**src/sensor_defs.svh**
```systemverilog
`ifndef SENSOR_DEFS_SVH
`define SENSOR_DEFS_SVH

// Constants of the sensor-hub transport and of the SPI read frame

// Report IDs carried in the first byte of an input report
// Calibrated gyroscope report
`define SENSOR_REPORT_GYRO      8'h02
// Rotation vector report, a unit quaternion
`define SENSOR_REPORT_ROTATION  8'h05

// Transport channel that carries sensor input reports
// Every other channel is skipped by the parser
`define SHTP_CHANNEL_INPUT      8'd3

// Length of the SPI read frame in bytes
// One status byte, eight quaternion bytes and six gyro bytes
`define SENSOR_FRAME_BYTES      15

`endif
```
**src/sensor_pkg.sv**
```systemverilog
`default_nettype none

// Shared types of the IMU to SPI bridge
package sensor_pkg;

    // One byte of the host link as it enters the parser
    // The sop flag is set only on the first byte of a packet
    typedef struct packed {
        logic       sop;
        logic [7:0] data;
    } shtp_byte_t;

    // Quaternion reading in the raw fixed-point units of the IMU
    // Member order puts w in the top bits, matching the frame order
    typedef struct packed {
        logic signed [15:0] w;
        logic signed [15:0] x;
        logic signed [15:0] y;
        logic signed [15:0] z;
    } quat_t;

    // Angular rate on the three axes, raw fixed-point units
    typedef struct packed {
        logic signed [15:0] x;
        logic signed [15:0] y;
        logic signed [15:0] z;
    } gyro_t;

endpackage

`default_nettype wire

```
**src/sensor_hub_top.sv**
```systemverilog
`default_nettype none

// IMU host link to SPI bridge
// Parser decodes reports, two builders hold the last complete readings,
// and the SPI slave serves them to the microcontroller
module sensor_hub_top (
    input  logic                   clk,
    input  logic                   rst_n,
    input  sensor_pkg::shtp_byte_t rx,
    input  logic                   rx_valid,
    input  logic                   sclk,
    input  logic                   cs_n,
    output logic                   miso
);

    import sensor_pkg::*;

    // Fields straight from the parser, valid only at the done pulses
    quat_t quat_raw;
    gyro_t gyro_raw;
    logic  quat_done;
    logic  gyro_done;

    // Complete readings and their sticky flags
    quat_t quat_held;
    gyro_t gyro_held;
    logic  quat_ok;
    logic  gyro_ok;

    sensor_report_parser u_parser (
        .clk       (clk),
        .rst_n     (rst_n),
        .rx        (rx),
        .rx_valid  (rx_valid),
        .quat_raw  (quat_raw),
        .quat_done (quat_done),
        .gyro_raw  (gyro_raw),
        .gyro_done (gyro_done)
    );

    // Same holding register for both payloads, only the type differs
    sensor_packet_builder #(
        .payload_t (quat_t)
    ) u_quat_builder (
        .clk     (clk),
        .rst_n   (rst_n),
        .capture (quat_done),
        .din     (quat_raw),
        .dout    (quat_held),
        .held    (quat_ok)
    );

    sensor_packet_builder #(
        .payload_t (gyro_t)
    ) u_gyro_builder (
        .clk     (clk),
        .rst_n   (rst_n),
        .capture (gyro_done),
        .din     (gyro_raw),
        .dout    (gyro_held),
        .held    (gyro_ok)
    );

    spi_sensor_slave u_spi (
        .clk     (clk),
        .rst_n   (rst_n),
        .quat    (quat_held),
        .quat_ok (quat_ok),
        .gyro    (gyro_held),
        .gyro_ok (gyro_ok),
        .sclk    (sclk),
        .cs_n    (cs_n),
        .miso    (miso)
    );

endmodule

`default_nettype wire

```
**src/spi_sensor_slave.sv**
```systemverilog
`default_nettype none
`include "sensor_defs.svh"

// Read-only SPI mode-0 slave that serves the latest readings
// Frame, MSB first
//   byte 0       status: bit 0 quat_ok, bit 1 gyro_ok
//   bytes 1..8   quaternion w, x, y, z, high byte first
//   bytes 9..14  gyro x, y, z, high byte first
// All pins are sampled by clk, so sclk must stay slow against clk
module spi_sensor_slave (
    input  logic              clk,
    input  logic              rst_n,
    input  sensor_pkg::quat_t quat,
    input  logic              quat_ok,
    input  sensor_pkg::gyro_t gyro,
    input  logic              gyro_ok,
    input  logic              sclk,
    input  logic              cs_n,
    output logic              miso
);

    localparam int FRAME_BITS = `SENSOR_FRAME_BYTES * 8;

    // Two-flop synchronizers for the SPI pins
    logic [1:0]            sclk_ff;
    logic [1:0]            cs_n_ff;
    logic                  sclk_sync;
    logic                  cs_n_sync;
    // Synchronized values one clk earlier, for edge detection
    logic                  sclk_last;
    logic                  cs_n_last;
    logic                  cs_fall;
    logic                  sclk_fall;
    logic [7:0]            status;
    logic [FRAME_BITS-1:0] frame;
    logic [FRAME_BITS-1:0] shreg;

    // Pins idle with cs_n high and sclk low in mode 0
    always_ff @(posedge clk or negedge rst_n) begin
        if (!rst_n) begin
            sclk_ff   <= 2'b00;
            cs_n_ff   <= 2'b11;
            sclk_last <= 1'b0;
            cs_n_last <= 1'b1;
        end else begin
            sclk_ff   <= {sclk_ff[0], sclk};
            cs_n_ff   <= {cs_n_ff[0], cs_n};
            sclk_last <= sclk_sync;
            cs_n_last <= cs_n_sync;
        end
    end

    assign sclk_sync = sclk_ff[1];
    assign cs_n_sync = cs_n_ff[1];

    // Edges of the synchronized pins
    // Each acts on the third clk edge after the pin moved
    assign cs_fall   = cs_n_last & ~cs_n_sync;
    assign sclk_fall = sclk_last & ~sclk_sync;

    assign status = {6'b000000, gyro_ok, quat_ok};

    // Frame image in transmit order, first bit in the top position
    assign frame = {status,
                    quat.w, quat.x, quat.y, quat.z,
                    gyro.x, gyro.y, gyro.z};

    // Loading on cs_n fall is the snapshot
    // Readings latched later wait for the next frame
    always_ff @(posedge clk) begin
        if (cs_n_sync) begin
            // Deselected, so nothing stale is left for the next frame
            shreg <= '0;
        end else if (cs_fall) begin
            shreg <= frame;
        end else if (sclk_fall) begin
            // The master sampled the current bit on the rising edge, move to the next
            // Zeros follow once the 15 bytes are out
            shreg <= {shreg[FRAME_BITS-2:0], 1'b0};
        end
    end

    // Output driven low whenever the slave is not selected
    assign miso = cs_n_sync ? 1'b0 : shreg[FRAME_BITS-1];

endmodule

`default_nettype wire

```
**src/sensor_report_parser.sv**
```systemverilog
`default_nettype none
`include "sensor_defs.svh"

// Byte-serial decoder for input reports on the sensor-hub link
// Packet bytes by position
//   0..3   transport header: length LSB, length MSB, channel, sequence
//   4..7   report header: report ID, sequence, status, delay
//   8..    little-endian 16-bit values
// Rotation vector carries x, y, z, w in bytes 8..15, gyro carries x, y, z in bytes 8..13
module sensor_report_parser (
    input  logic                   clk,
    input  logic                   rst_n,
    input  sensor_pkg::shtp_byte_t rx,
    input  logic                   rx_valid,
    output sensor_pkg::quat_t      quat_raw,
    output logic                   quat_done,
    output sensor_pkg::gyro_t      gyro_raw,
    output logic                   gyro_done
);

    // What the parser does with the rest of the current packet
    // MODE_SKIP is also the idle state until the first sop after reset
    typedef enum logic [1:0] {
        MODE_SKIP,
        MODE_HEADER,
        MODE_ROT,
        MODE_GYRO
    } parse_mode_t;

    parse_mode_t mode;
    parse_mode_t cur_mode;
    parse_mode_t next_mode;
    // Position that the next accepted byte will have in its packet
    logic [4:0]  byte_idx;
    logic [4:0]  cur_idx;
    logic        in_data;
    logic [3:0]  lane;

    // A sop byte is always position 0 of a fresh packet, whatever came before
    assign cur_idx  = rx.sop ? 5'd0 : byte_idx;
    assign cur_mode = rx.sop ? MODE_HEADER : mode;

    // Bytes 8 to 15 hold the 16-bit values
    // Anything from byte 16 on (accuracy fields) falls outside
    assign in_data = (cur_idx[4:3] == 2'b01);

    // Even positions carry the low byte, odd positions the high byte
    assign lane = {cur_idx[0], 3'b000};

    // Packet classification from the channel and report ID bytes
    always_comb begin
        next_mode = cur_mode;
        case (cur_mode)
            MODE_HEADER: begin
                if (cur_idx == 5'd2) begin
                    if (rx.data != `SHTP_CHANNEL_INPUT) begin
                        next_mode = MODE_SKIP;
                    end
                end else if (cur_idx == 5'd4) begin
                    case (rx.data)
                        `SENSOR_REPORT_ROTATION: next_mode = MODE_ROT;
                        `SENSOR_REPORT_GYRO:     next_mode = MODE_GYRO;
                        default:                 next_mode = MODE_SKIP;
                    endcase
                end
            end
            MODE_ROT: begin
                // Trailing accuracy bytes after w are of no interest
                if (cur_idx == 5'd15) begin
                    next_mode = MODE_SKIP;
                end
            end
            MODE_GYRO: begin
                if (cur_idx == 5'd13) begin
                    next_mode = MODE_SKIP;
                end
            end
            default: next_mode = MODE_SKIP;
        endcase
    end

    // Position counter, packet mode and the completion pulses
    always_ff @(posedge clk or negedge rst_n) begin
        if (!rst_n) begin
            mode      <= MODE_SKIP;
            byte_idx  <= '0;
            quat_done <= 1'b0;
            gyro_done <= 1'b0;
        end else begin
            // The pulse shows in the cycle after the final byte, together with its field
            quat_done <= rx_valid && (cur_mode == MODE_ROT) && (cur_idx == 5'd15);
            gyro_done <= rx_valid && (cur_mode == MODE_GYRO) && (cur_idx == 5'd13);
            if (rx_valid) begin
                mode <= next_mode;
                // Saturate so that long packets never wrap back into the header
                byte_idx <= (cur_idx == 5'd31) ? cur_idx : cur_idx + 5'd1;
            end
        end
    end

    // Field updates, one byte lane at a time
    // Outputs therefore hold a mix of old and new values until the done pulse
    always_ff @(posedge clk) begin
        if (rx_valid && in_data) begin
            if (cur_mode == MODE_ROT) begin
                case (cur_idx[2:1])
                    2'd0:    quat_raw.x[lane +: 8] <= rx.data;
                    2'd1:    quat_raw.y[lane +: 8] <= rx.data;
                    2'd2:    quat_raw.z[lane +: 8] <= rx.data;
                    default: quat_raw.w[lane +: 8] <= rx.data;
                endcase
            end else if (cur_mode == MODE_GYRO) begin
                case (cur_idx[2:1])
                    2'd0: gyro_raw.x[lane +: 8] <= rx.data;
                    2'd1: gyro_raw.y[lane +: 8] <= rx.data;
                    2'd2: gyro_raw.z[lane +: 8] <= rx.data;
                    // Gyro report carries no fourth value
                    default: ;
                endcase
            end
        end
    end

endmodule

`default_nettype wire

```
**src/sensor_packet_builder.sv**
```systemverilog
`default_nettype none

// Holding register for one complete sensor reading
// The parser writes its fields piecemeal, so consumers read only this copy
// One instance per payload type, selected by payload_t
module sensor_packet_builder #(
    parameter type payload_t = logic [15:0]
) (
    input  logic     clk,
    input  logic     rst_n,
    input  logic     capture,
    input  payload_t din,
    output payload_t dout,
    output logic     held
);

    // Every field of din is taken on the same edge
    // dout never shows part of one reading and part of the next
    always_ff @(posedge clk or negedge rst_n) begin
        if (!rst_n) begin
            dout <= '0;
        end else if (capture) begin
            dout <= din;
        end
    end

    // Sticky flag, set by the first capture after reset
    // A reader checks it to tell a real zero reading from no reading yet
    always_ff @(posedge clk or negedge rst_n) begin
        if (!rst_n) begin
            held <= 1'b0;
        end else if (capture) begin
            held <= 1'b1;
        end
    end

endmodule

`default_nettype wire

```
**config.mk**
```make
export PLATFORM = sky130hd
export DESIGN_NAME = sensor_hub_top
export DESIGN_NICKNAME = d
export VERILOG_FILES = /design/src/sensor_pkg.sv /design/src/sensor_hub_top.sv /design/src/spi_sensor_slave.sv /design/src/sensor_report_parser.sv /design/src/sensor_packet_builder.sv
export VERILOG_INCLUDE_DIRS = /design/src
export SDC_FILE = /design/constraint.sdc
export NUM_CORES = 1
export LEC_CHECK = 0
export BUFFER_PORTS_ARGS = -buffer_cell sky130_fd_sc_hd__buf_2
export CORE_AREA = 2 2 162 164
export DETAILED_ROUTE_END_ITERATION = 7
export DIE_AREA = 0 0 164 166
export PLACE_DENSITY = 0.76
export SETUP_SLACK_MARGIN = 0.4
export SLEW_MARGIN = 20
export SYNTH_ARGS = -nofsm -noshare
export SYNTH_HDL_FRONTEND = slang
export SYNTH_SLANG_ARGS = --single-unit
```
**constraint.sdc**
```tcl
create_clock -name clk -period 1.8 [get_ports clk]
set_input_delay 0.36 -clock clk [delete_from_list [all_inputs] [get_ports clk]]
set_output_delay 0.36 -clock clk [all_outputs]
set_load 0.01 [all_outputs]
```
Word level (Yosys, flattened, before mapping)
Cells that the tools add are included.

Add/sub/neg operators: 2. Eq/ne operators: 14. Shift-type cells: 2. Muxes and demuxes: 20. Bitwise logic cells: 6. Reduce and logical (&&, ||, !) cells: 16.

Operators by type and width (count): 114-bit two-way mux (2); 16-bit bitwise mux (7); 8-bit by 6-bit variable shift with 16-bit output (first input constant) (1); 8-bit by 6-bit variable part select with 16-bit output (1); 2-bit two-way mux (6); 3-bit AND reduction (4); 4-bit AND reduction (3); 5-bit by 4-bit equality test with 1-bit output (second input constant) (2); 5-bit two-way mux (2); 8-bit by 2-bit equality test with 1-bit output (second input constant) (1); 8-bit by 3-bit equality test with 1-bit output (second input constant) (1); 8-bit by 2-bit != test with 1-bit output (second input constant) (1); 2-bit by 1-bit equality test with 1-bit output (second input constant) (3); 2-bit equality test (second input constant) (3); 4-bit negator with 6-bit output (1); 2-bit one-hot mux with 3 select lines (1); 5-bit by 1-bit adder with 5-bit output (second input constant) (1); 5-bit by 2-bit equality test with 1-bit output (second input constant) (1); 5-bit by 3-bit equality test with 1-bit output (second input constant) (1); 5-bit equality test (second input constant) (1); 1-bit logical AND (5); 1-bit inverter (4); 2-bit one-hot mux with 2 select lines (1); 3-bit OR reduction (1); other kinds (5) (6).

Flip-flop bits (word level): 361. Bits of input ports: 14. Output and inout port bits: 1.

Longest topological paths before layout
Depth in word-level cells: 5. Depth in mapped cells: 6. Gate-level depth less buffers: 4.

Hierarchy
A second synthesis with hierarchy kept.

Cell total of the unflattened synthesis: 1141. Area total of the unflattened synthesis: 14296.2 um2.

Modules (own cells, without submodules): spi_sensor_slave (instances 1, cells an instance 681, area each 5691.7 um2, sequential area each 2556.2 um2); sensor_report_parser (instances 1, cells an instance 220, area each 4142.7 um2, sequential area each 3588.4 um2); sensor_packet_builder (u_quat_builder) (instances 1, cells an instance 137, area each 2610.0 um2, sequential area each 1626.6 um2); sensor_packet_builder (u_gyro_builder) (instances 1, cells an instance 103, area each 1851.8 um2, sequential area each 1226.2 um2).

Least setup slack after synthesis
No wires, ideal clock.

Path kind: input to register. From: in rx[8] (netlist bit). To: reg, netlist name u_parser.gyro_raw[0]. Library setup time: 0.370 ns. Data arrival time: 1.414 ns. Required time: 1.430 ns. Slack: 0.015 ns. Cell stages on the path: 5. Cell sequence: buf_2 nand2b_4 nor3_1 nand2_1 nor2_1.

Longest elaborated chain between the ends: 4.

RTL lines: start: declaration (RTL line sensor_hub_top.sv:9) `input sensor_pkg::shtp_byte_t rx,`; 5-bit two-way mux / 2-bit two-way mux (equally long branches) (RTL line sensor_report_parser.sv:40, sensor_report_parser.sv:41); 2-bit by 1-bit equality test with 1-bit output / 2-bit equality test (equally long branches) (RTL line sensor_report_parser.sv:45, sensor_report_parser.sv:105); 1-bit logical AND / 1-bit inverter (equally long branches); 4-bit AND reduction (no line) *.

Every way passes the cells marked *; elsewhere a longest branch is shown, timed or not. A chain may end at the register's enable or synchronous reset.

Final worst setup path
From: reg u_parser.byte_idx[4]. To: reg, netlist name u_parser.gyro_raw[42].

Longest elaborated chain between the ends: 4.

RTL lines: start: declaration (RTL line sensor_report_parser.sv:34) `logic [4:0] byte_idx;`; start signal: assignment (RTL line sensor_report_parser.sv:96) `byte_idx <= (cur_idx == 5'd31) ? cur_idx : cur_idx + 5'd1;`; 5-bit two-way mux (RTL line sensor_report_parser.sv:40) `assign cur_idx = rx.sop ? 5'd0 : byte_idx;`; 2-bit by 1-bit equality test with 1-bit output (RTL line sensor_report_parser.sv:45) `assign in_data = (cur_idx[4:3] == 2'b01);`; 1-bit logical AND (RTL line sensor_report_parser.sv:104) `if (rx_valid && in_data) begin`; 4-bit AND reduction (no line).

Every way passes these cells.

==> results.tsv <==
stage	metric	value	unit
floorplan	I/O pins	15	
sta	Tmin final	1.72	ns
clocking	htree depth	2	
placement	placed inst area	15100	um2
sta	Setup WS post-layout	0.0835	ns
sta	unrepaired setup endpoints after global routing	yes	
synthesis	synth cell count leaders	357 x nand2_1, 126 x dfrtp_1, 123 x a21oi_1	
detailed_routing	DRC viols	0	
clocking	CTS Buf Count	37	
finish	fill count	1594	
sta	Worst slew margin	58.6	%
synthesis	syn_area_per_cell	11.3	um2
worst_setup_path	crit path from	u_parser.byte_idx[4]	
grt	first-pass GRT wire length	49.6	mm
worst_setup_path	r2r startpoint	u_parser.byte_idx[4]	
clocking	CTS sink count	361	
synthesis	top-area cell type share of the netlist area	24.0	%
run_status	status	complete, no violations	
worst_setup_path	Critical Path AT	1.92	ns
grt	global route overflow	0	
worst_setup_path	slowest stage cell, crit path	dfrtp_1	
worst_setup_path	CP Class	flip-flop to flip-flop	
floorplan	Die Wd	164	um
synthesis	yosys warns	0	
synthesis	library cells used by synthesis	43	
synthesis	Most used DFF post-synth	dfrtp_1	
detailed_routing	Iter 0 DRT Violations	889	
detailed_routing	DR vias/cell	5.86	
synthesis	synthesized area	14000	um2
synthesis	sequential cell area fraction in the yosys report	64.2	%
synthesis	number of synthesized flops with an enable pin	112	
power_and_ir_drop	Total Power	17.5	mW
synthesis	post-synthesis async set-or-reset flop share	35.7	%
finish	Post-Layout Cell Count	1698	
synthesis	largest area contributor in the netlist	edfxtp_1	
worst_setup_path	critical path, cell by cell	nand3b_1, nor3_2, nand2_2, nor2_4	
sta	Pins Over Slew Limit	0	
synthesis	top cells by area, synth	edfxtp_1 24%, dfrtp_1 23%, dfxtp_1 17%	
synthesis	count leader, synth	nand2_1	
clocking	Max Buffers Root-to-Sink	3	
clocking	clk_lat worst skew	0.53	ns
clocking	Clk pin slew, worst setup/hold paths	0.06	ns
power_and_ir_drop	Lkg Pwr	6.98	nW
placement	Placed Instances	1566	
sta	Tcrit/Tclk final	95.4	%
power_and_ir_drop	PD cells	973	nW/um2
worst_setup_path	Worst EP required	2.00	ns
grt	Total GRT Usage	23.5	%
sta	Clock Skews	0.0164	ns
clocking	CTS tree	done	
worst_setup_path	Critical Path Max Stage Delay	0.37	ns
finish	Final Net Count	1347	
clocking	Root Buffer	clkbuf_16	
detailed_routing	vias post-DR	9945	
detailed_routing	Wirelength per Cell	22.4	um
floorplan	Die Area	27200	um2
synthesis	register bit total from synthesis	361	
worst_setup_path	sum of buffers and inverters on the critical path	0	
floorplan	Die Y	166	um
detailed_routing	final wirelength	38.1	mm
grt	vias in the first global route	9030	
sta	final setup vio count	0	
min_path	Hold Crit Class	primary input to flip-flop	
placement	RePlAce Congestion	0.804	
floorplan	row cnt	59	
detailed_routing	ANT nets after route	0	
finish	Finished Cell Area	18000	um2
worst_setup_path	cell family with most CP delay	simple AND/OR/NAND/NOR gates	
sta	FMAX	0.583	GHz
placement	Buffers on Ports	14	
grt	antenna violations before repair	1	
synthesis	Gate Count Post-Synth	1242	
worst_setup_path	type of origin of the critical path	flip-flop	
flow_run	Max-Cap Viols	0	
worst_setup_path	Crit. End Element	flip-flop	
placement	pre-CTS WS	-0.0139	ns
min_path	hold path start	rx[8]	
synthesis	Synthesized Nets	1256	
floorplan	Starting Density	54.7	%
finish	share of cells above drive strength 1	34.6	%
placement	Detail Placement HPWL	18.0	mm
finish	Layout area overhead	28.6	%
sta	Min Hold Slack	0.203	ns
detailed_routing	Pre-antenna DRT Iters	5	
floorplan	Core Area	25600	um2
worst_setup_path	crit path max fanout	8	
power_and_ir_drop	maximum VDD drop	0.688	mV
sta	final hold vios	0	
grt	largest net degree at the start of global routing	69	
sta	Slew @ Worst Pin	0.621	ns
[final timing paths]
check,cells past startpoint,end,slack (ns)
min in group asynchronous,2,u_spi.sclk_ff[1],0.35
setup / recovery,4,u_parser.gyro_raw[42],0.08
setup reg to reg,4,u_parser.gyro_raw[42],0.08
hold reg to reg,0,u_spi.cs_n_ff[1],0.36
max in group asynchronous,3,u_quat_builder.dout[33],0.89
hold / removal,2,u_parser.byte_idx[1],0.20
[logic make-up after synthesis]
group	Yosys count	share of synthesized area, %
compound gates	251	11.2
buf+inv	89	2.91
flops	361	64.2
mux	112	9.00
simple gates	429	12.7
[final cells by class]
class	instances	area [um2]	area share (%)
Timing Repair Buffer	138	2020	11.2
Tap cell	335	419	2.33
Clock buffer	47	1040	5.75
Sequential cell	361	9010	50.0
Clock inverter	21	174	0.965
Antenna cell	1	2.50	0.0139
Inverter	3	11.3	0.0625
Multi-Input combinational cell	792	5340	29.7
[placed cells by master, fill, tap and decap left out, types with 3 or more instances in the layout]
cell | synthesis | layout
clkbuf_16 | 0 | 52
mux2_2 | 112 | 112
buf_6 | 4 | 24
inv_1 | 3 | 3
nand2_4 | 0 | 29
nand2_1 | 357 | 280
buf_2 | 32 | 13
clkbuf_8 | 0 | 3
nor2_4 | 0 | 14
nand2b_4 | 1 | 3
a21oi_1 | 123 | 69
a21o_1 | 113 | 113
dfrtp_1 | 126 | 124
bufinv_16 | 0 | 3
dfxtp_1 | 120 | 120
edfxtp_1 | 112 | 112
nor2b_1 | 5 | 3
buf_12 | 0 | 36
clkbuf_1 | 45 | 5
clkinv_2 | 0 | 6
nor2_1 | 22 | 7
and2_1 | 16 | 14
buf_16 | 0 | 8
a21oi_2 | 0 | 54
nand2_2 | 0 | 47
dlygate4sd3_1 | 0 | 3
or2_2 | 3 | 3
o21ai_0 | 5 | 5
buf_8 | 0 | 11
clkinv_1 | 0 | 10
buf_4 | 1 | 29
nand3b_1 | 4 | 4
[report_power, final]
part           internal (mW)  switching (mW)
combinational          0.540           0.743
clock                   4.51            3.21
sequential              8.48          0.0438
total                   13.5            3.99
[worst reg2reg max path, stage by stage (launching register included)]
cell and delay (ns):
dfrtp_1 0.37, nand3b_1 0.27, nor3_2 0.31, nand2_2 0.19
nor2_4 0.26
[what timing repair did]
| action | in CTS | in global routing |
|---|---|---|
| pin swaps | 36 | 144 |
| hold buffers | 3 | 0 |
| buffers inserted | 16 | 17 |
| resized for setup | 42 | 183 |
| gates cloned | 5 | 22 |
| setup endpoints to repair | 206 | 282 |
| hold endpoints to repair | 39 | 0 |
[layer usage]
layer  global-route usage [%]  vias up  wire, um
met5                        0        -         0
met4                     7.63        0      1750
met3                     3.60      111      2510
met2                     38.7      441     18900
met1                     32.1     4961     15000
li1                         -     4432         -
[state kept, by name, summed over array words and instances, names as in the netlist, 2 cells and up]
| name | count |
|---|---|
| u_parser.mode | 2 |
| u_parser.gyro_raw | 48 |
| u_quat_builder.dout | 64 |
| u_gyro_builder.dout | 48 |
| u_spi.shreg | 120 |
| u_spi.cs_n_ff | 2 |
| u_parser.byte_idx | 5 |
| u_parser.quat_raw | 64 |
| u_spi.sclk_ff | 2 |
[per-stage QoR]
step | TNS (ns) | utilization (%)
final | 0 | 70.3
after CTS | 0 | 65.3
after floorplan | 0 | -
after global routing | 0 | 70.3
after global placement | 0 | 58.8
after detailed placement | -0.114 | 58.8
Note: power is estimated with default switching activity, not from simulation.
